File: src/common/rv_pkg.sv
// Shared widths, encodings and types of the RV32I integer core
package rv_pkg;

	//////////////////////////////
	// Widths and sizes
	//////////////////////////////
	localparam int XLEN           = 32;                   // Data word width
	localparam int REG_BITS       = 5;                    // Register number width
	localparam int IMEM_ADDR_BITS = 6;                    // Word address into IMEM
	localparam int IMEM_DEPTH     = 1 << IMEM_ADDR_BITS;  // IMEM words

	typedef logic [XLEN-1:0]     word_t;
	typedef logic [REG_BITS-1:0] reg_t;

	// ADDI x0,x0,0
	localparam word_t NOP_INSTR = 32'h0000_0013;

	//////////////////////////////
	// Encodings
	//////////////////////////////
	// Major opcodes handled by the decoder
	typedef enum logic [6:0] {
		OP     = 7'b0110011,  // Register-register
		OP_IMM = 7'b0010011,  // Register-immediate
		LUI    = 7'b0110111   // Upper immediate
	} opcode_e;

	// ALU operations
	typedef enum logic [3:0] {
		ADD    = 4'd0,
		SUB    = 4'd1,
		AND    = 4'd2,
		OR     = 4'd3,
		XOR    = 4'd4,
		SLT    = 4'd5,   // Signed compare
		SLTU   = 4'd6,   // Unsigned compare
		SLL    = 4'd7,
		SRL    = 4'd8,
		SRA    = 4'd9,
		PASS_B = 4'd10   // Operand B straight through, for LUI
	} alu_op_e;

endpackage
File: src/common/issue_if.sv
// Decoded and forwarded instruction slot from decode into execute
`timescale 1ns/10ps

interface issue_if;
	import rv_pkg::*;

	logic    valid;   // Slot writes a register
	reg_t    rd;      // Destination
	alu_op_e alu_op;  // Operation
	word_t   op_a;    // Forwarded source 1
	word_t   op_b;    // Forwarded source 2 or immediate

	// Decode side
	modport producer (
		output valid, rd, alu_op, op_a, op_b
	);

	// Execute side
	modport consumer (
		input valid, rd, alu_op, op_a, op_b
	);

endinterface

File: src/core/alu_stage.sv
// Execute stage ALU and the EXE/WB register that drives retirement
`timescale 1ns/10ps

module alu_stage (
	input  logic          clk,
	input  logic          rst_n,
	issue_if.consumer     issue,
	output rv_pkg::word_t exe_result,    // Forwarded back to decode
	output logic          retire_valid,
	output rv_pkg::reg_t  retire_rd,
	output rv_pkg::word_t retire_data
);
	import rv_pkg::*;

	logic [4:0] shamt;  // Low bits of op_b only

	assign shamt = issue.op_b[4:0];

	//////////////////////////////
	// ALU
	//////////////////////////////
	always_comb begin
		case (issue.alu_op)
			ADD:    exe_result = issue.op_a + issue.op_b;
			SUB:    exe_result = issue.op_a - issue.op_b;
			AND:    exe_result = issue.op_a & issue.op_b;
			OR:     exe_result = issue.op_a | issue.op_b;
			XOR:    exe_result = issue.op_a ^ issue.op_b;
			SLT:    exe_result = word_t'($signed(issue.op_a) < $signed(issue.op_b));
			SLTU:   exe_result = word_t'(issue.op_a < issue.op_b);
			SLL:    exe_result = issue.op_a << shamt;
			SRL:    exe_result = issue.op_a >> shamt;
			SRA:    exe_result = word_t'($signed(issue.op_a) >>> shamt);  // Sign fill
			PASS_B: exe_result = issue.op_b;                              // LUI
			default: exe_result = '0;
		endcase
	end

	//////////////////////////////
	// EXE/WB register
	//////////////////////////////
	always_ff @(posedge clk or negedge rst_n) begin
		if (!rst_n)
			retire_valid <= 1'b0;
		else
			retire_valid <= issue.valid;  // One pulse per writing instruction
	end

	// Payload follows the slot
	always_ff @(posedge clk) begin
		retire_rd   <= issue.rd;
		retire_data <= exe_result;
	end

endmodule

File: src/flat_wrapper.sv
// flat-port wrapper written by rule: the top's interface ports become plain ports
module alu_stage_flat import rv_pkg::*;
  (clk, rst_n, exe_result, retire_valid, retire_rd, retire_data, issue_valid, issue_rd, issue_alu_op, issue_op_a, issue_op_b);
  issue_if issue_i ();
  input  logic clk;
  input  logic rst_n;
  output rv_pkg::word_t exe_result;
  output logic retire_valid;
  output rv_pkg::reg_t retire_rd;
  output rv_pkg::word_t retire_data;
  input wire logic [$bits(issue_i.valid)-1:0] issue_valid;
  input wire logic [$bits(issue_i.rd)-1:0] issue_rd;
  input wire logic [$bits(issue_i.alu_op)-1:0] issue_alu_op;
  input wire logic [$bits(issue_i.op_a)-1:0] issue_op_a;
  input wire logic [$bits(issue_i.op_b)-1:0] issue_op_b;
  assign issue_i.valid = issue_valid;
  assign issue_i.rd = issue_rd;
  assign issue_i.alu_op = issue_alu_op;
  assign issue_i.op_a = issue_op_a;
  assign issue_i.op_b = issue_op_b;
  alu_stage u_core (.clk(clk), .rst_n(rst_n), .issue(issue_i), .exe_result(exe_result), .retire_valid(retire_valid), .retire_rd(retire_rd), .retire_data(retire_data));
endmodule
File: config.mk
export PLATFORM = sky130hd
export DESIGN_NAME = alu_stage_flat
export DESIGN_NICKNAME = d
export VERILOG_FILES = /design/src/common/rv_pkg.sv /design/src/common/issue_if.sv /design/src/core/alu_stage.sv /design/src/flat_wrapper.sv
export SDC_FILE = /design/constraint.sdc
export NUM_CORES = 1
export LEC_CHECK = 0
export BUFFER_PORTS_ARGS = -buffer_cell sky130_fd_sc_hd__clkbuf_2
export CAP_MARGIN = 20
export CORE_MARGIN = 3
export CORE_UTILIZATION = 55
export CTS_BUF_LIST = sky130_fd_sc_hd__clkbuf_2 sky130_fd_sc_hd__clkbuf_4 sky130_fd_sc_hd__clkbuf_8
export CTS_CLUSTER_SIZE = 12
export DETAILED_ROUTE_END_ITERATION = 6
export PLACE_DENSITY = 0.85
export SLEW_MARGIN = 25
export SYNTH_ARGS = -nofsm -noshare
export SYNTH_HDL_FRONTEND = slang
export SYNTH_SLANG_ARGS = --single-unit
export TNS_END_PERCENT = 100
File: constraint.sdc
create_clock -name clk -period 4.4 [get_ports clk]
set_clock_uncertainty 0.15 [all_clocks]
set_input_delay 0.44 -clock clk [delete_from_list [all_inputs] [get_ports clk]]
set_output_delay 0.44 -clock clk [all_outputs]
set_load 0.02 [all_outputs]
Word-level counts from Yosys, hierarchy flattened
Cells that the tools add are included.
{"block": "word_totals", "register_bits": 38, "in_bits": 76, "out_inout_bits": 70}
{"block": "op_classes", "add_sub_neg": 2, "order_cmp": 2, "eq_ne": 10, "shifts": 3, "n_mux": 1, "bitwise_logic": 3, "reduce_logical": 1}
{"op": "$pmux W32 S11", "count": 1}
{"op": "$lt A32 B32 Y1", "count": 2}
{"op": "$add A32 B32 Y32", "count": 1}
{"op": "$and A32 B32 Y32", "count": 1}
{"op": "$or A32 B32 Y32", "count": 1}
{"op": "$shl A32 B5 Y32", "count": 1}
{"op": "$shr A32 B5 Y32", "count": 1}
{"op": "$sshr A32 B5 Y32", "count": 1}
{"op": "$sub A32 B32 Y32", "count": 1}
{"op": "$xor A32 B32 Y32", "count": 1}
{"op": "$eq A4 B3 Y1 const B", "count": 4}
{"op": "$eq A4 B4 Y1 const B", "count": 3}
{"op": "$eq A4 B2 Y1 const B", "count": 2}
{"op": "$eq A4 B1 Y1 const B", "count": 1}
{"op": "$logic_not A4 Y1", "count": 1}

Logic depth before layout (Yosys ltp)
Gate-level depths: netlist (run 1).
{"block": "depth", "ltp_word": 2, "depth_mapped": 14, "mapped_depth_nobuf": 12}

Worst setup path before layout (run 1)
No wires, ideal clock.
{"block": "synth_path", "path_kind": "input -> output", "startpoint": "input port issue_op_b[2]", "endpoint": "output port exe_result[20]", "arrival_ps": 3973, "t_required_ps": 3810, "slack_ps": -163, "path_stages": 14, "path_cell_list": "clkbuf_1 inv_1 buf_1 clkbuf_1 ha_1 or2_0 a221oi_1 a31oi_1 a41oi_2 a21oi_1 o311ai_0 o21ai_0 xnor2_1 o21ai_0"}
{"block": "synth_between", "elab_chain_cells": 2, "word_cells_on_any_way": 6}
{"item": "from (decl)", "line_no": "flat_wrapper.sv:15", "text": "input wire logic [$bits(issue_i.op_b)-1:0] issue_op_b;"}
{"item": "$sub A32 B32 Y32 (tied with other cells)", "line_no": "alu_stage.sv:25", "text": "SUB: exe_result = issue.op_a - issue.op_b;"}
{"item": "$pmux W32 S11 *", "line_no": "alu_stage.sv:23", "text": "case (issue.alu_op)"}
{"item": "to (decl)", "line_no": "flat_wrapper.sv:7", "text": "output rv_pkg::word_t exe_result;"}
Mark *: on every way between the ends. The rest lies on a longest branch, timed or not.

Worst setup path after layout (run 1)
{"block": "layout_path", "startpoint": "input port issue_op_a[0]", "endpoint": "output port exe_result[20]"}
{"block": "layout_between", "elab_chain_cells": 2, "word_cells_on_any_way": 6}
{"item": "from (decl)", "line_no": "flat_wrapper.sv:14", "text": "input wire logic [$bits(issue_i.op_a)-1:0] issue_op_a;"}
{"item": "$sub A32 B32 Y32 (tied with other cells)", "line_no": "alu_stage.sv:25"}
{"item": "$pmux W32 S11 *", "line_no": "alu_stage.sv:23"}
Marks and branches as above.

==> results of run 1 <==
-- worst paths after layout --
check,from,cells past startpoint,to
hold / removal,issue_rd[4],1,u_core.retire_rd[4]
max in group asynchronous,rst_n,2,u_core.retire_valid
setup / recovery,issue_op_a[0],16,exe_result[20]
min in group asynchronous,rst_n,2,u_core.retire_valid
-- layout make-up --
| type | instances | area, um2 | share of cell area |
|---|---|---|---|
| multi-input combinational | 1102 | 8040 | 0.733 |
| timing repair buffer | 225 | 1390 | 0.126 |
| sequential | 38 | 766 | 0.0699 |
| inverter | 101 | 379 | 0.0346 |
| tap | 220 | 275 | 0.0251 |
| clock buffer | 7 | 90.1 | 0.00822 |
| clock inverter | 1 | 30.0 | 0.00274 |
-- critical path, delay by kind of cell --
family                     cells  cell delay, ns
AOI/OAI and AO/OA              7            1.43
xor gates and xnor gates       1            0.16
adders and majority gates      2            0.60
buffers and inverters          5            0.75
and+or+nand+nor                1            0.26
-- sequential cells by signal (all words and copies together) (netlist names) --
signal,cells
u_core.retire_valid,1
u_core.retire_rd,5
u_core.retire_data,32
-- timing repair --
action / CTS / global route
endpoints found under the hold margin: 1 / 0
resized for setup: 0 / 8
hold buffers: 1 / 0
setup endpoints to repair: 0 / 7
setup buffers: 0 / 1
-- layer usage --
layer / GRT usage / share of wire / up-vias
li1: - / - / 5214
met1: 0.548 / 0.37 / 5505
met2: 0.652 / 0.42 / 976
met3: 0.107 / 0.13 / 199
met4: 0.261 / 0.076 / 2
met5: 0 / 0.00033 / -
-- power groups by stage --
stage	Sequential (mW)	Combinational, mW	Clock [mW]
final	0.397	1.47	0.338
after global routing	0.401	1.56	0.356
after CTS	0.397	1.41	0.343
after detailed placement	0.405	1.40	0
after global placement	0.404	1.39	0
after floorplan	0.461	0.846	0
-- layout by cell type (no fill, tap or decap), types with 6 or more instances in the layout --
cell type	synthesis	layout
a22oi_1	19	19
or3_1	14	14
a21oi_1	115	115
nand2_1	103	103
o21ai_0	118	116
o21bai_1	9	9
ha_1	98	98
o211ai_1	24	24
a211o_1	6	6
buf_4	1	78
clkbuf_2	0	142
clkbuf_8	1	6
mux4_2	51	51
nor3_1	39	36
mux2i_1	43	43
mux2_2	6	6
nor2b_1	7	7
nand2b_1	15	15
dfxtp_1	37	37
nor2_1	180	179
a21o_1	19	19
nand4_1	8	8
a221oi_1	23	23
a211oi_1	11	10
o31ai_1	9	9
nand3_1	28	28
a221o_1	6	6
o21ai_1	5	6
o2111ai_1	7	7
inv_1	97	96
o311a_1	6	6
xnor2_1	16	16
a31oi_1	19	19
-- logic make-up (layout without fill, tap and decap cells) --
| group | after synthesis | after routing | share of synthesized area |
|---|---|---|---|
| compound gates | 457 | 457 | 0.315 |
| xor+xnor | 18 | 18 | 0.0165 |
| fa+ha+maj | 100 | 100 | 0.133 |
| buf+inv | 201 | 334 | 0.0830 |
| flops | 38 | 38 | 0.0803 |
| mux | 100 | 100 | 0.173 |
| simple gates | 427 | 427 | 0.200 |
-- metrics by stage --
| stage | cells | cell area [um2] |
|---|---|---|
| 2_1_floorplan | 1341 | 9550 |
| 3_3_place_gp | 1684 | 10800 |
| 3_5_place_dp | 1684 | 10800 |
| 4_1_cts | 1693 | 10900 |
| 5_1_grt | 1694 | 11000 |
| 6_report | 1694 | 11000 |
==> summary.txt, run 1 <==
Floorplanning
  • IO Pins: between 100 and 150
  • Die H: ~140 um
  • DIE AREA: approximately 19,000 um2
  • Starting Density: 0.569
  • FP Rows: 47
  • Die extent in x: between 100 and 150 um
  • Core ar.: about 17,000 um2

Routing
  • Via density: between 7 and 8
  • WL/cell: 24.9 um
  • DRT Wirelength: approximately 42 mm
  • Iter 0 DRT Violations: ~1,700
  • First-pass iteration count of the detailed router: 5
  • # DRC: 0
  • Vias post-DR: 11,896
  • Final ANT Viol Nets: 0

Run
  • Max-Cap Viols: 0

Final layout
  • Area Growth Syn to Fin: 14.9%
  • Filler cells: around 1,600
  • Diode count: 0
  • # nets final: approximately 1,600
  • Final core area utilization: 0.654
  • Share of layout cells above drive strength 1: 0.216

Clock network
  • Clk slew on worst S/H paths: 0.09 ns
  • CTS Buf Count: 5
  • CTS max path bufs: 2
  • CTS root buffer: clkbuf_8
  • H-tree depth: 2
  • TritonCTS clock tree: built
  • # clock sinks: 38

Synth
  • Post-synth top area share: 0.129
  • Main area contributors after synthesis: ha_1, mux4_2, dfxtp_1
  • Flops & latches, synth: 38
  • Synth Cell Area: 9540 um2
  • Mapped Nets: between 1,500 and 2,000
  • Top_reg_cell synth: dfxtp_1
  • Cell taking the most area after synthesis: ha_1
  • Commonest cells in the netlist: nor2_1, o21ai_0, a21oi_1
  • Yosys cell types: approximately 80
  • Most frequent cell after synthesis: nor2_1
  • Syn Inst Count: 1,341
  • Syn avg cell area: a little over 7 um2
  • Post-synth ARST share: 0.0263
  • Post-synth EDFFs: 0
  • Seq/Total Area, Yosys: 0.0803
  • Yosys Warn Count: 0

Worst setup path
  • Worst Setup Start Kind: input pin
  • Crit Path Category: in2out
  • CP Capture Type: output pin
  • Worst EP arrival: roughly 3.6 ns
  • Worst Path Required: around 3.8 ns
  • Crit Path Max Fanout: 3
  • Critical path, cell by cell: clkbuf_2, inv_1, ha_1, fa_1, or2_0, a221oi_1, buf_4, a31oi_1, a41oi_2, buf_4, a21oi_1, o311ai_0, o21ai_1, xnor2_1, o21ai_2, clkbuf_2
  • CP max stage cell: fa_1
  • Largest stage delay, worst path: roughly 0.38 ns

STA
  • Final setup margin: about 0.17 ns
  • Hold_ws: around 0.066 ns
  • Tcrit/Tclk final: 0.962
  • Final setup violation count: 0
  • Fmax: around 240 MHz
  • Final Hold Vio Count: 0
  • Max Transition Viols Final: 0
  • Slew @ Worst Pin: about 0.91 ns
  • Rel. slew slack: 0.395
  • Setup TNS: 0 ns
  • RSZ-0062 raised after global routing: false
  • Final min period: between 4 and 5 ns

Placed design
  • Setup slack at placement: between 0.1 and 0.15 ns
  • GP Congestion: between 1 and 1.5
  • HPWL Detailed: ~33 mm
  • Port bufs: roughly 150

GRT
  • Largest net degree at the start of global routing: 78
  • Number of global-route vias before repair: 10,696
  • All-Layer GR Usage: 0.430
  • First-pass GRT wire length: about 62 mm
  • Initial antenna violation count: 1
  • Gr ovfl total: 0

Power
  • Power per Cell Area: about 200 nW/um2
  • Comb power frac: 0.667
  • Internal: 1.11 mW
  • Clock power share: 0.153
  • Flop pwr share: 0.180
  • Net switching power: between 1 and 1.5 mW
  • Power, Total: 2.21 mW
  • Sw Ratio: 0.496
  • VDD IR-drop max: 0.149 mV
  • Leak: approximately 5.0 nW

Hold path
  • HP Class: in2reg

Outcome
  • Status: finished clean
Power figures use the tool's default switching activity.
==> inputs of run 2 (changes only) <==
Settings changed: BUFFER_PORTS_ARGS -buffer_cell sky130_fd_sc_hd__clkbuf_2 to not set, CORE_MARGIN 3 to 5, CORE_UTILIZATION 55 to 60, DONT_BUFFER_PORTS set to 1, PLACE_DENSITY 0.85 to 0.83.
==> run 2 against run 1 <==
Compared with the run above: the run now ends with DRC left; maximum frequency increased by 2.2%; critical path depth fell by 3; setup slack better by 0.091 ns; via count shrank 8.3%; core utilization decreased by 2.7 points; first-iteration DRC count is 2.8% higher; final area decreased by 10%; combinational power down 24%; hold slack better by 0.10 ns; largest cell class unchanged.
==> summary.txt, run 2 (synthesis results as in run 1) <==
STA
  • Final min period: 4.14 ns (was 4.23 ns)
  • Fmax: 242 MHz (was 236 MHz)
  • Rel. slew slack: 0.410 (was 0.395)
  • Slew @ Worst Pin: 0.875 ns (was 0.908 ns)
  • Max Transition Viols Final: 0 (unchanged)
  • Tcrit/Tclk final: 0.941 (was 0.962)
  • RSZ-0062 raised after global routing: false (unchanged)
  • Setup TNS: 0 ns (unchanged)
  • Final setup violation count: 0 (unchanged)
  • Final Hold Vio Count: 0 (unchanged)

Routing
  • Via density: 7.26 (was 7.02)
  • Iter 0 DRT Violations: 1,742 (was 1,694)
  • # DRC: 11 (was 0)
  • WL/cell: 26.9 um (was 24.9 um)
  • Final ANT Viol Nets: 0 (unchanged)
  • First-pass iteration count of the detailed router: 7 (was 5)
  • Vias post-DR: 10,904 (was 11,896)
  • DRT Wirelength: 40.4 mm (was 42.2 mm)

Clock network
  • # clock sinks: 38 (unchanged)
  • CTS Buf Count: 5 (unchanged)
  • Hold-fix buffers, CTS: 7 (was 1)
  • Post-CTS Setup Inserts: 0 (unchanged)
  • TritonCTS clock tree: built (unchanged)
  • CTS resizes: 0 (unchanged)
  • CTS max path bufs: 2 (unchanged)
  • CTS root buffer: clkbuf_8 (unchanged)
  • H-tree depth: 2 (unchanged)
  • Clk slew on worst S/H paths: 0.08 ns (was 0.09 ns)

Floorplanning
  • Starting Density: 0.607 (was 0.569)
  • IO Pins: 146 (unchanged)
  • FP Rows: 46 (was 47)
  • DIE AREA: 18,500 um2 (was 19,000 um2)
  • Core ar.: 15,700 um2 (was 16,800 um2)
  • Die extent in x: 136 um (was 138 um)
  • Die H: 136 um (was 138 um)

Final layout
  • Filler cells: 1,519 (was 1,583)
  • Share of layout cells above drive strength 1: 0.0949 (was 0.216)
  • Most common cell after layout, fill and taps aside: nor2_1 (unchanged)
  • Top reg by flops: u_core.retire_data (unchanged)
  • Number of flip-flops in the largest register: 32 (unchanged)
  • # nets final: 1,461 (was 1,649)
  • Top Registers: u_core.retire_data (32), u_core.retire_rd (5), u_core.retire_valid (1) (unchanged)
  • Fin area: 9850 um2 (was 11,000 um2)
  • Non-filler cells, final: 1,502 (was 1,694)
  • Area Growth Syn to Fin: 3.31% (was 14.9%)
  • Commonest cells after routing, fill and taps aside: nor2_1, o21ai_0, a21oi_1, nand2_1, ha_1 (was nor2_1, clkbuf_2, o21ai_0, a21oi_1, nand2_1)
  • Diode count: 0 (unchanged)

Worst setup path
  • Worst Setup Start Kind: input pin (unchanged)
  • Crit Path Max Fanout: 5 (was 3)
  • Crit Path Category: in2out (unchanged)
  • CP Capture Type: output pin (unchanged)
  • Worst Path Required: 3.81 ns (about the same)
  • Worst EP arrival: 3.55 ns (was 3.64 ns)
  • CP endpoint: exe_result[20] (unchanged)
  • Crit path launch: issue_op_a[0] (unchanged)

Power
  • Leak: 4.16 nW (was 5.00 nW)
  • Comb power frac: 0.580 (was 0.667)
  • Net switching power: 0.932 mW (was 1.09 mW)
  • Power per Cell Area: 196 nW/um2 (was 201 nW/um2)
  • Sw Ratio: 0.482 (was 0.496)
  • Internal: 1.00 mW (was 1.11 mW)
  • VDD IR-drop max: 0.149 mV (about the same)
  • Clock power share: 0.181 (was 0.153)
  • Flop pwr share: 0.239 (was 0.180)

Run
  • Max-Cap Viols: 0 (unchanged)

Placed design
  • Post-Place Cells: 1,487 (was 1,684)
  • Port bufs: 0 (was 145)
  • Placed inst area: 9660 um2 (was 10,800 um2)
  • GP Congestion: 1.09 (about the same)
  • HPWL Detailed: 30.6 mm (was 32.6 mm)

Outcome
  • Status: finished with violations (was finished clean)
  • Failing checks: DRC

GRT
  • Gr ovfl total: 0 (unchanged)
  • Largest net degree at the start of global routing: 81 (was 78)
  • All-Layer GR Usage: 0.424 (was 0.430)
  • Number of global-route vias before repair: 10,032 (was 10,696)
  • First-pass GRT wire length: 60.3 mm (was 62.3 mm)
  • Initial antenna violation count: 0 (was 1)

Hold path
  • HP Class: in2async (was in2reg)
-- run 2: cell type report --
type	count	area (um2)	share of cell area
repair buffers	37	308	0.0312
well taps	216	270	0.0274
flip-flops and latches	38	766	0.0777
inverters	101	379	0.0385
clock inverters	1	30.0	0.00305
multi-input cells	1102	8010	0.813
clock buffers	7	90.1	0.00914
-- run 2: worst min path at each step --
stage / startpoint / to / slack, ns / cells past startpoint
after floorplan: rst_n / u_core.retire_valid / -0.006 / 0
after global placement: rst_n / u_core.retire_valid / -0.006 / 0
after detailed placement: rst_n / u_core.retire_valid / -0.006 / 0
after CTS: rst_n / u_core.retire_valid / 0.17 / 1
after global routing: rst_n / u_core.retire_valid / 0.17 / 1
final: rst_n / u_core.retire_valid / 0.17 / 1
-- run 2: critical path, cell delays in order --
cell and delay [ns]:
inv_1 0.05, ha_1 0.21, fa_1 0.39, or2_0 0.24, a221oi_1 0.41, a31oi_1 0.22
a41oi_2 0.38, a21oi_1 0.16, o311ai_0 0.36, o21ai_0 0.22, xnor2_1 0.17, o21ai_1 0.13
buf_4 0.17
-- run 2: power groups by stage --
stage	sequential, mW	clock (mW)	combinational, mW
after global routing	0.466	0.359	1.19
after floorplan	0.461	0	0.846
after detailed placement	0.471	0	1.07
after global placement	0.472	0	1.06
final	0.463	0.349	1.12
after CTS	0.464	0.346	1.08
-- run 2: layer usage --
metal,part of all wire,global-route usage,wire [um],vias up
li1,-,-,-,4836
met3,0.14,0.122,5620,166
met4,0.069,0.231,2800,0
met5,0,0,0,-
met2,0.42,0.628,16900,902
met1,0.37,0.555,15000,5000
-- run 2: stage by stage --
step	worst slack (ns)	util	power (mW)	hold slack, ns
floorplan	0.143	-	1.31	-0.00559
global placement	0.446	0.615	1.53	-0.00556
detailed placement	0.383	0.615	1.54	-0.00555
CTS	0.333	0.627	1.89	0.174
global route	0.0473	0.627	2.02	0.175
finish	0.260	0.627	1.93	0.170
